==> config.mk <==
export PLATFORM = sky130hd
export DESIGN_NAME = readoutTop
export DESIGN_NICKNAME = d
export VERILOG_FILES = /design/src/daqCmdPkg.sv /design/src/daqDataPkg.sv /design/src/cmdDecoder.sv /design/src/serialDeserializer.sv /design/src/frameHeaderInserter.sv /design/src/creditFifo.sv /design/src/readoutTop.sv
export VERILOG_INCLUDE_DIRS = /design/src /design/src/src
export SDC_FILE = /design/constraint.sdc
export NUM_CORES = 1
export LEC_CHECK = 0
export ABC_AREA = 1
export ABC_CLOCK_PERIOD_IN_PS = 3600
export BUFFER_PORTS_ARGS = -buffer_cell sky130_fd_sc_hd__buf_2
export CORE_MARGIN = 2
export CORE_UTILIZATION = 62
export CTS_CLUSTER_DIAMETER = 80
export DETAILED_ROUTE_END_ITERATION = 10
export PLACE_DENSITY = 0.87
export SETUP_SLACK_MARGIN = 0.02
export SYNTH_ARGS = -nofsm -noshare
export SYNTH_HDL_FRONTEND = slang
export SYNTH_SLANG_ARGS = --single-unit
==> constraint.sdc <==
create_clock -name Clk -period 3.6 [get_ports Clk]
set_clock_uncertainty 0.1 [all_clocks]
set_input_delay 0.54 -clock Clk [delete_from_list [all_inputs] [get_ports Clk]]
set_output_delay 0.54 -clock Clk [all_outputs]
set_load 0.005 [all_outputs]
==> src/daq_macros.svh <==
`ifndef DAQ_MACROS_SVH
`define DAQ_MACROS_SVH

////////////////////
// Word widths
`define WORD_W      16          // Readout and command word
`define HDR_W       8           // Header byte
`define OPC_W       4           // Opcode field at top of command word

////////////////////
// Host opcodes
`define OPC_HEADER  4'hA        // Load header byte
`define OPC_CHAN    4'hB        // Select readout chain
`define OPC_CLEAR   4'hC        // Flush FIFO and overflow flag

// Upper byte of every header word
`define FRAME_MARK  8'hA5

////////////////////
// Output buffer
`define FIFO_DEPTH  16
`define CREDIT_INIT 4           // Credits held after reset
`define CREDIT_W    3

`endif

==> src/daqCmdPkg.sv <==
`include "daq_macros.svh"

// Types seen on the host command path
package daqCmdPkg;

    // Raw control word from host
    typedef logic [`WORD_W-1:0] cmdWord_t;

    // Opcode in top nibble of a command word
    typedef enum logic [`OPC_W-1:0] {
        OpIdle   = {`OPC_W{1'b0}},  // No word offered
        OpHeader = `OPC_HEADER,
        OpChan   = `OPC_CHAN,
        OpClear  = `OPC_CLEAR
    } opcode_t;

    // Event header value
    // Lands in low byte of the header word
    typedef logic [`HDR_W-1:0] headerByte_t;

endpackage

==> src/daqDataPkg.sv <==
`include "daq_macros.svh"

// Types seen on the readout data path
package daqDataPkg;

    // One readout word of header or ASIC data
    typedef logic [`WORD_W-1:0] dataWord_t;

    // Bit position inside a word being assembled
    // Wraps after the last bit of a word
    typedef logic [$clog2(`WORD_W)-1:0] bitCount_t;

endpackage

==> src/cmdDecoder.sv <==
`timescale 1ns/100ps
`include "daq_macros.svh"

module cmdDecoder import daqCmdPkg::*; (
    input  logic        Clk,
    input  logic        rst,
    input  logic        cmdValid,     // Host word strobe that never stalls
    input  cmdWord_t    cmdWord,
    output headerByte_t headerByte,   // Low byte of header word
    output logic        chainSel,     // 1 picks chain 1, 0 picks chain 2
    output logic        clearPulse    // One cycle flush request
);

    opcode_t     opcode;
    headerByte_t dataField;

    ////////////////////
    // Field split

    // Idle when nothing offered
    assign opcode    = cmdValid ? opcode_t'(cmdWord[`WORD_W-1 -: `OPC_W]) : OpIdle;
    assign dataField = cmdWord[`HDR_W-1:0];   // Argument byte

    ////////////////////
    // Config registers

    always_ff @(posedge Clk) begin
        if (rst) begin
            headerByte <= '0;
            chainSel   <= 1'b1;               // Chain 1 after reset
            clearPulse <= 1'b0;
        end else begin
            clearPulse <= 1'b0;               // Single cycle only
            case (opcode)
                OpHeader: headerByte <= dataField;
                OpChan:   chainSel   <= dataField[0];
                OpClear:  clearPulse <= 1'b1;
                default:  ;                   // Unknown opcodes ignored
            endcase
        end
    end

endmodule

==> src/serialDeserializer.sv <==
`timescale 1ns/100ps
`include "daq_macros.svh"

module serialDeserializer import daqDataPkg::*; (
    input  logic      Clk,
    input  logic      rst,
    input  logic      chainSel,       // 1 chain 1, 0 chain 2
    input  logic      dout1b,         // Active low serial data
    input  logic      dout2b,
    input  logic      transmiton1b,   // Active low transmission window
    input  logic      transmiton2b,
    output logic      frameStart,     // Start of a transmission
    output logic      wordValid,
    output dataWord_t wordData
);

    logic                txOn;        // Selected window in true polarity
    logic                txOnPrev;
    logic                serBit;      // Selected data bit in true polarity
    logic [`WORD_W-2:0]  shiftReg;    // Bits before the last of a word
    bitCount_t           bitCnt;
    logic                lastBit;

    // Chain mux
    assign txOn    = chainSel ? ~transmiton1b : ~transmiton2b;
    assign serBit  = chainSel ? ~dout1b : ~dout2b;
    assign lastBit = txOn && (bitCnt == bitCount_t'(`WORD_W - 1));   // Word complete

    ////////////////////
    // Start detection

    always_ff @(posedge Clk) begin
        if (rst) begin
            txOnPrev   <= 1'b0;
            frameStart <= 1'b0;
        end else begin
            txOnPrev   <= txOn;
            frameStart <= txOn && !txOnPrev;  // Falling edge of transmiton
        end
    end

    ////////////////////
    // Word assembly

    // Restarts whenever the window closes, so partial words vanish
    always_ff @(posedge Clk) begin
        if (rst || !txOn)
            bitCnt <= '0;
        else
            bitCnt <= bitCnt + 1'b1;          // Wraps to 0 after last bit
    end

    always_ff @(posedge Clk) begin
        if (txOn)
            shiftReg <= {shiftReg[`WORD_W-3:0], serBit};   // MSB first
    end

    always_ff @(posedge Clk) begin
        if (rst)
            wordValid <= 1'b0;
        else
            wordValid <= lastBit;
    end

    // Final bit joins straight from the line
    always_ff @(posedge Clk) begin
        if (lastBit)
            wordData <= {shiftReg, serBit};
    end

endmodule

==> src/frameHeaderInserter.sv <==
`timescale 1ns/100ps
`include "daq_macros.svh"

module frameHeaderInserter import daqCmdPkg::*, daqDataPkg::*; (
    input  logic        Clk,
    input  logic        rst,
    input  headerByte_t headerByte,   // From host config
    input  logic        frameStart,
    input  logic        wordValid,
    input  dataWord_t   wordData,
    output logic        pushValid,    // To output FIFO
    output dataWord_t   pushData
);

    dataWord_t headerWord;

    // Mark byte on top, host byte below
    assign headerWord = {`FRAME_MARK, headerByte};

    ////////////////////
    // Merged stream

    always_ff @(posedge Clk) begin
        if (rst)
            pushValid <= 1'b0;
        else
            pushValid <= frameStart || wordValid;
    end

    // Header and data are at least a word apart on the line,
    // so both strobes never land in one cycle
    always_ff @(posedge Clk) begin
        if (frameStart)
            pushData <= headerWord;           // Leads each frame
        else if (wordValid)
            pushData <= wordData;
    end

endmodule

==> src/creditFifo.sv <==
`timescale 1ns/100ps
`include "daq_macros.svh"

module creditFifo import daqDataPkg::*; #(
    parameter int DEPTH   = `FIFO_DEPTH,  // Power of two
    parameter int CREDITS = `CREDIT_INIT  // Host buffer slots at start
) (
    input  logic      Clk,
    input  logic      rst,
    input  logic      clearPulse,     // Flush contents and overflow
    input  logic      pushValid,
    input  dataWord_t pushData,
    input  logic      outCredit,      // One slot freed on host side
    output logic      outValid,
    output dataWord_t outData,
    output logic      overflow        // Sticky until clear
);

    localparam int PTR_W = $clog2(DEPTH);
    localparam int CNT_W = PTR_W + 1;     // Holds DEPTH itself
    localparam int CRD_W = `CREDIT_W;

    dataWord_t          mem [DEPTH];
    logic [PTR_W-1:0]   wrPtr;
    logic [PTR_W-1:0]   rdPtr;
    logic [CNT_W-1:0]   count;            // Words held
    logic [CRD_W-1:0]   credits;          // Sends still allowed
    logic               full;
    logic               doPush;
    logic               doSend;

    assign full   = (count == CNT_W'(DEPTH));
    assign doPush = pushValid && !full && !clearPulse;          // ASIC can't wait
    assign doSend = (count != '0) && (credits != '0) && !clearPulse;

    ////////////////////
    // Storage

    always_ff @(posedge Clk) begin
        if (doPush)
            mem[wrPtr] <= pushData;
        if (doSend)
            outData <= mem[rdPtr];            // Valid with outValid
    end

    ////////////////////
    // Pointers

    always_ff @(posedge Clk) begin
        if (rst || clearPulse) begin
            wrPtr <= '0;
            rdPtr <= '0;
            count <= '0;
        end else begin
            if (doPush)
                wrPtr <= wrPtr + 1'b1;        // Wraps at DEPTH
            if (doSend)
                rdPtr <= rdPtr + 1'b1;
            count <= count + CNT_W'(doPush) - CNT_W'(doSend);
        end
    end

    ////////////////////
    // Flow control

    // Clear leaves credits alone since sent words still hold host slots
    always_ff @(posedge Clk) begin
        if (rst)
            credits <= CRD_W'(CREDITS);
        else
            credits <= credits + CRD_W'(outCredit) - CRD_W'(doSend);
    end

    always_ff @(posedge Clk) begin
        if (rst || clearPulse) begin
            outValid <= 1'b0;
            overflow <= 1'b0;
        end else begin
            outValid <= doSend;               // One pulse per word
            if (pushValid && full)
                overflow <= 1'b1;             // Word lost
        end
    end

endmodule

==> src/readoutTop.sv <==
`timescale 1ns/100ps
`include "daq_macros.svh"

module readoutTop import daqCmdPkg::*, daqDataPkg::*; (
    input  logic      Clk,
    input  logic      rst,
    // Host control words
    input  logic      cmdValid,
    input  cmdWord_t  cmdWord,
    // Active low ASIC readout pins
    input  logic      dout1b,
    input  logic      dout2b,
    input  logic      transmiton1b,
    input  logic      transmiton2b,
    // Host data side
    input  logic      outCredit,
    output logic      outValid,
    output dataWord_t outData,
    output logic      overflow
);

    headerByte_t headerByte;
    logic        chainSel;
    logic        clearPulse;
    logic        frameStart;
    logic        wordValid;
    dataWord_t   wordData;
    logic        pushValid;
    dataWord_t   pushData;

    cmdDecoder i_cmdDecoder (
        .Clk        (Clk),
        .rst        (rst),
        .cmdValid   (cmdValid),
        .cmdWord    (cmdWord),
        .headerByte (headerByte),
        .chainSel   (chainSel),
        .clearPulse (clearPulse)
    );

    serialDeserializer i_serialDeserializer (
        .Clk          (Clk),
        .rst          (rst),
        .chainSel     (chainSel),
        .dout1b       (dout1b),
        .dout2b       (dout2b),
        .transmiton1b (transmiton1b),
        .transmiton2b (transmiton2b),
        .frameStart   (frameStart),
        .wordValid    (wordValid),
        .wordData     (wordData)
    );

    frameHeaderInserter i_frameHeaderInserter (
        .Clk        (Clk),
        .rst        (rst),
        .headerByte (headerByte),
        .frameStart (frameStart),
        .wordValid  (wordValid),
        .wordData   (wordData),
        .pushValid  (pushValid),
        .pushData   (pushData)
    );

    creditFifo #(
        .DEPTH   (`FIFO_DEPTH),
        .CREDITS (`CREDIT_INIT)
    ) i_creditFifo (
        .Clk        (Clk),
        .rst        (rst),
        .clearPulse (clearPulse),
        .pushValid  (pushValid),
        .pushData   (pushData),
        .outCredit  (outCredit),
        .outValid   (outValid),
        .outData    (outData),
        .overflow   (overflow)
    );

endmodule

==> results of run 1 <==
-- state kept, by name, summed over array words and instances, names as in the netlist, 3 cells and up --
register and flops:
i_creditFifo.mem 256, i_creditFifo.outData 16, i_frameHeaderInserter.pushData 16, i_serialDeserializer.wordData 16
i_serialDeserializer.shiftReg 15, i_cmdDecoder.headerByte 8, i_creditFifo.count 5, i_creditFifo.rdPtr 4
i_creditFifo.wrPtr 4, i_serialDeserializer.bitCnt 4, i_creditFifo.credits 3
-- critical path, stage by stage (launching register included) --
cell and delay (ps):
dfxtp_1 320, inv_1 80, ha_1 200, nand3_1 110, nand3_1 270, inv_1 130, ha_1 300, inv_1 40
ha_1 200, fa_1 410, nand2_1 90, a21oi_1 60, nor2_1 130, nand2_1 80, nand2_1 60, nor2_1 40
-- where the power goes --
| group | switching (mW) | internal (mW) |
|---|---|---|
| sequential | 0.106 | 4.72 |
| combinational | 1.92 | 0.845 |
| clock | 1.46 | 2.10 |
| total | 3.49 | 7.66 |
-- synthesized netlist by cell type, drive strengths merged --
cell | n | area share, %
dfxtp | 44 | 6.0
xnor2 | 1 | 0.060
and3 | 1 | 0.043
ha | 14 | 1.2
and2 | 1 | 0.043
nand2 | 396 | 10
nor2 | 59 | 1.5
a21oi | 16 | 0.55
mux2i | 1 | 0.068
clkinv | 2 | 0.051
nand4 | 3 | 0.13
nand3 | 209 | 7.1
xor2 | 2 | 0.12
buf | 42 | 1.4
o21ai | 21 | 0.72
fa | 2 | 0.27
clkbuf | 16 | 0.41
nor3 | 2 | 0.068
or2 | 2 | 0.085
inv | 241 | 6.2
edfxtp | 311 | 64
-- area by class of cell --
cell class                 count  area (sq um)  share of cell area, %
timing repair buffer          65         407.9                  2.493
tap                          319         399.1                  2.439
clock inverter                17         135.1                 0.8258
multi-input combinational    730          3287                  20.09
inverter                     243         913.4                  5.582
sequential                   355         10220                  62.49
clock buffer                  45         996.0                  6.087
-- cell families (layout without fill, tap and decap cells) --
logic type      Yosys count  in the layout  synth area share, %
mux                       1              1              0.06835
buf+inv                 301            370                8.048
simple gates            673            673                19.19
flops                   355            355                69.78
fa+ha+maj                16             16                1.469
compound gates           37             37                1.264
xor+xnor                  3              3               0.1794
-- layer usage --
layer | share of wire [%] | wire length, um
met2 | 49 | 16460
met4 | 5.3 | 1767
met1 | 35 | 11760
met5 | 0 | 0
met3 | 10 | 3452
-- stage by stage --
stage / setup slack, ps / total power [mW]
2_1_floorplan: 863.1 / 6.802
5_1_grt: 581.9 / 11.65
3_5_place_dp: 876.5 / 7.569
3_3_place_gp: 964.5 / 7.432
4_1_cts: 866.7 / 11.12
6_report: 861.8 / 11.15
-- worst max-delay path by stage --
stage                                     start               endpoint  slack (ps)
after floorplan           i_creditFifo.count[2]  i_creditFifo.count[4]         860
after global placement    i_creditFifo.count[3]  i_creditFifo.count[4]         960
after detailed placement  i_creditFifo.count[3]  i_creditFifo.count[4]         880
after CTS                 i_creditFifo.count[3]  i_creditFifo.count[4]         870
after global routing      i_creditFifo.count[3]  i_creditFifo.count[4]         580
final                     i_creditFifo.count[3]  i_creditFifo.count[4]         860
==> run metrics, run 1 <==
syn_area_per_cell=10.57 sq um; final setup violation count=0; first-pass detailed-route iteration total=6; fmax=0.3652 GHz; maximum VDD drop=817.7 uV; total wire length=33.44 mm; DR vias/cell=5.652; Post-Synthesis Cells=1386; final core utilization=70.13%; Worst Hold Class=in2reg; Worst-Margin Slew=1021 ps; Syn Nets=1426; Final GP Congestion=0.8040; Hold Crit Depth=2; Syn-to-layout area delta=11.73%; mapped cell area=14650 sq um; final cell count without fillers=1774; first-pass GRT wire length=51.19 mm; Cell variety after synth=25; DRT antenna net count=0; final worst-path cycle share=76.06%; CTS Buf Count=35; DP Wirelength=19.10 mm; GR Util met2=47.14%; sum of negative setup slack=0 ps; Total Die Area=24870 sq um; Worst Hold Launch=cmdWord[12]; Yosys reg bits=355; startpoint type of the worst setup path=flip-flop; RSZ-0062 raised after global routing=no; share of cells above drive strength 1=9.691%; DR WL/cell=18.85 um; commonest non-fill, non-tap cell in the layout=nand2_1; routing usage on met3=5.831%; Initial Util=62.77%; antenna diode count=0; postcts setup bufs=0; die width=157.7 um; Worst-path clk slew=60 ps; final slew viol count=0; total global routing overflow=0; worst reg2reg path depth=15; hold buffers post-CTS=0; Critical Path RT=3890 ps; sequential share of the synthesized area=69.78%; CTS Sinks=355; Vias=10030; endpoints failing hold=0; post_cts resized=0; Endpoint, Worst Hold=i_cmdDecoder.clearPulse; Clk Latency, worst-skew pair=510 ps; commonest cells after routing, fill and taps aside=nand2_1, edfxtp_1, inv_1; worst slew margin relative to its limit=31.87%; Lkg Pwr=6.927 nW; Placed Area=15230 sq um; reg2reg end=i_creditFifo.count[4]; core region area=23330 sq um; Arrival @ worst endpoint=3030 ps; kind of critical path=reg2reg; GRT Total Usage=27.45%; reg-to-reg slack, setup=860 ps; Root Buffer=clkbuf_16; Ports=42; # H-tree levels=2; number of core rows=56; Period minus WS final=2738 ps; crit end category=flip-flop; final instance area=16360 sq um; status=completed; Vert. Die Dim=157.7 um; largest net degree at the start of global routing=72; Fill cells=1452; Min Hold Slack=124.5 ps; Synth warnings=0; reg2reg start=i_creditFifo.count[3]; clk buf depth=3; pwr dens=681.5 nW/um^2; Post-Place Cells=1712; Nets=1470; max-cap violations=0; busiest grt layer=met2; met1 Track Usage GR=32.49%; CTS tree=yes; vias in the first global route=10070; CP max FO=9; Initial DRC Count=1037; drc violations=0; antenna violations before repair=0; port bufs=37
Power figures use the tool's default switching activity.
==> run 2: changes to the inputs <==
- ABC_CLOCK_PERIOD_IN_PS: 3600 -> 2690
- clock period: 3.6 -> 2.69 ns (I/O delays scaled with it)
==> run 2 against run 1 <==
Effect of this change: global-route usage up 0.49 points; non-clock buffer count up 12; utilization up 0.41 points; largest cell class unchanged; critical path type unchanged; design area up 0.58%; flip-flop and latch count unchanged; combinational power up 40%; first-iteration DRC count up 16%; register-to-register slack worse by 710 ps; wire length down 0.99%.
==> run metrics, run 2 (synthesis gave the netlist of run 1 again) <==
drc violations=0; endpoints failing hold=0; Top delay family on crit path=adder cells; max-cap violations=0; GRT Total Usage=27.94%; core region area=23330 sq um; WP buf/inv=3; Arrival @ worst endpoint=2830 ps; Worst-Margin Slew=861.5 ps; CTS Sinks=355; startpoint type of the worst setup path=flip-flop; DR WL/cell=18.55 um; Critical Path RT=2980 ps; Initial Util=62.77%; crit end category=flip-flop; sum of negative setup slack=0 ps; CP Cell Sequence=inv_2 > ha_4 > nand3_2 > nand3_4 > clkinvlp_4 > ha_4 > inv_1 > ha_1 > fa_2 > nand2_1 > a21oi_1 > nor2_1 > nand2_1 > nand2_1 > nor2_1; Vert. Die Dim=157.7 um; port bufs=37; Worst-path clk slew=60 ps; commonest cells after routing, fill and taps aside=nand2_1, edfxtp_1, inv_1; postcts setup bufs=0; CP max FO=3; Clk Latency, worst-skew pair=520 ps; CTS Buf Count=35; Min Hold Slack=36.95 ps; final setup violation count=0; maximum VDD drop=792.9 uV; commonest non-fill, non-tap cell in the layout=nand2_1; pwr dens=905.1 nW/um^2; vias in the first global route=10250; max reg flops=256; DP Wirelength=18.99 mm; die width=157.7 um; status=completed; Lkg Pwr=6.970 nW; antenna violations before repair=0; Vias=10040; clk buf depth=3; kind of critical path=reg2reg; most used cell, CP=nand2_1; final worst-path cycle share=94.34%; total wire length=33.11 mm; total global routing overflow=0; Worst Hold Class=in2reg; Final GP Congestion=0.8180; Syn-to-layout area delta=12.38%; RSZ-0062 raised after global routing=no; worst slew margin relative to its limit=42.50%; Slowest-stage cell, CP=fa_2; CTS tree=yes; DRT antenna net count=0; largest net degree at the start of global routing=131; final slew viol count=0; share of cells above drive strength 1=10.10%; first-pass GRT wire length=52.55 mm; Top reg by flops=i_creditFifo.mem; fmax=0.3940 GHz; Initial DRC Count=1201; # H-tree levels=2; CP max stage delay=380 ps; antenna diode count=0; DR vias/cell=5.622; Total Die Area=24870 sq um; Period minus WS final=2538 ps; Nets=1482; Root Buffer=clkbuf_16; Ports=42; first-pass detailed-route iteration total=7; number of core rows=56
run 2: cell types whose count changed in the layout (fill, tap and decap cells not counted), sizes merged:
cell	change
buf	+11
bufinv	-1
clkbuf	-4
clkinv	+6
clkinvlp	-1
dlygate4sd3	+1
inv	-1
run 2: path summary, 6_finish.rpt:
path	startpoint	endpoint	slack, ps	depth (start not counted)
max	i_creditFifo.count[2]	i_creditFifo.count[4]	150	15
min	cmdWord[13]	i_cmdDecoder.clearPulse	40	4
max reg2reg	i_creditFifo.count[2]	i_creditFifo.count[4]	150	15
min reg2reg	i_serialDeserializer.txOnPrev	i_serialDeserializer.frameStart	290	1
run 2: final cells by class:
cell class	instances	area (sq um)
clock buffers	41	919.6
clock inverters	20	137.6
fillers	1469	6874
inverters	243	917.1
multi-input cells	730	3322
flip-flops and latches	355	10220
well taps	319	399.1
repair buffers	77	538.0
run 2: per-layer routing:
layer,vias up,track usage [%],routed length (um)
li1,4598,-,-
met1,4673,35.92,11730
met2,622,46.40,16230
met3,142,4.325,3467
met4,0,14.50,1686
met5,-,0,0
run 2: per-stage QoR:
step | cells | total power [mW] | worst slack [ps] | utilization, % | instance area (sq um)
after floorplan | 1386 | 9.153 | 21.01 | - | 14680
after global placement | 1723 | 10.09 | 215.5 | 65.90 | 15380
after detailed placement | 1723 | 10.30 | 103.8 | 65.90 | 15380
after CTS | 1785 | 14.83 | 92.43 | 70.47 | 16440
after global routing | 1785 | 15.60 | 24.70 | 70.54 | 16460
final | 1785 | 14.90 | 152.1 | 70.54 | 16460
run 2: power by group:
| group | internal [mW] | switching, mW | leakage, nW |
|---|---|---|---|
| clock network | 2.55 | 1.98 | 0.519 |
| registers | 6.32 | 0.165 | 3.15 |
| logic | 1.25 | 2.64 | 3.30 |
| total | 10.1 | 4.78 | 6.97 |
run 2: tightest hold or removal path, cell delays in order:
cell and delay (ps):
buf_2 80, inv_1 40, nand3_1 60, nor3_1 40
run 2: timing repair:
item                                    4_1_cts  5_1_grt
endpoints found under the setup margin        0        1
resized for setup                             0        5
hold buffers                                  1        0
hold endpoints to repair                      1        0
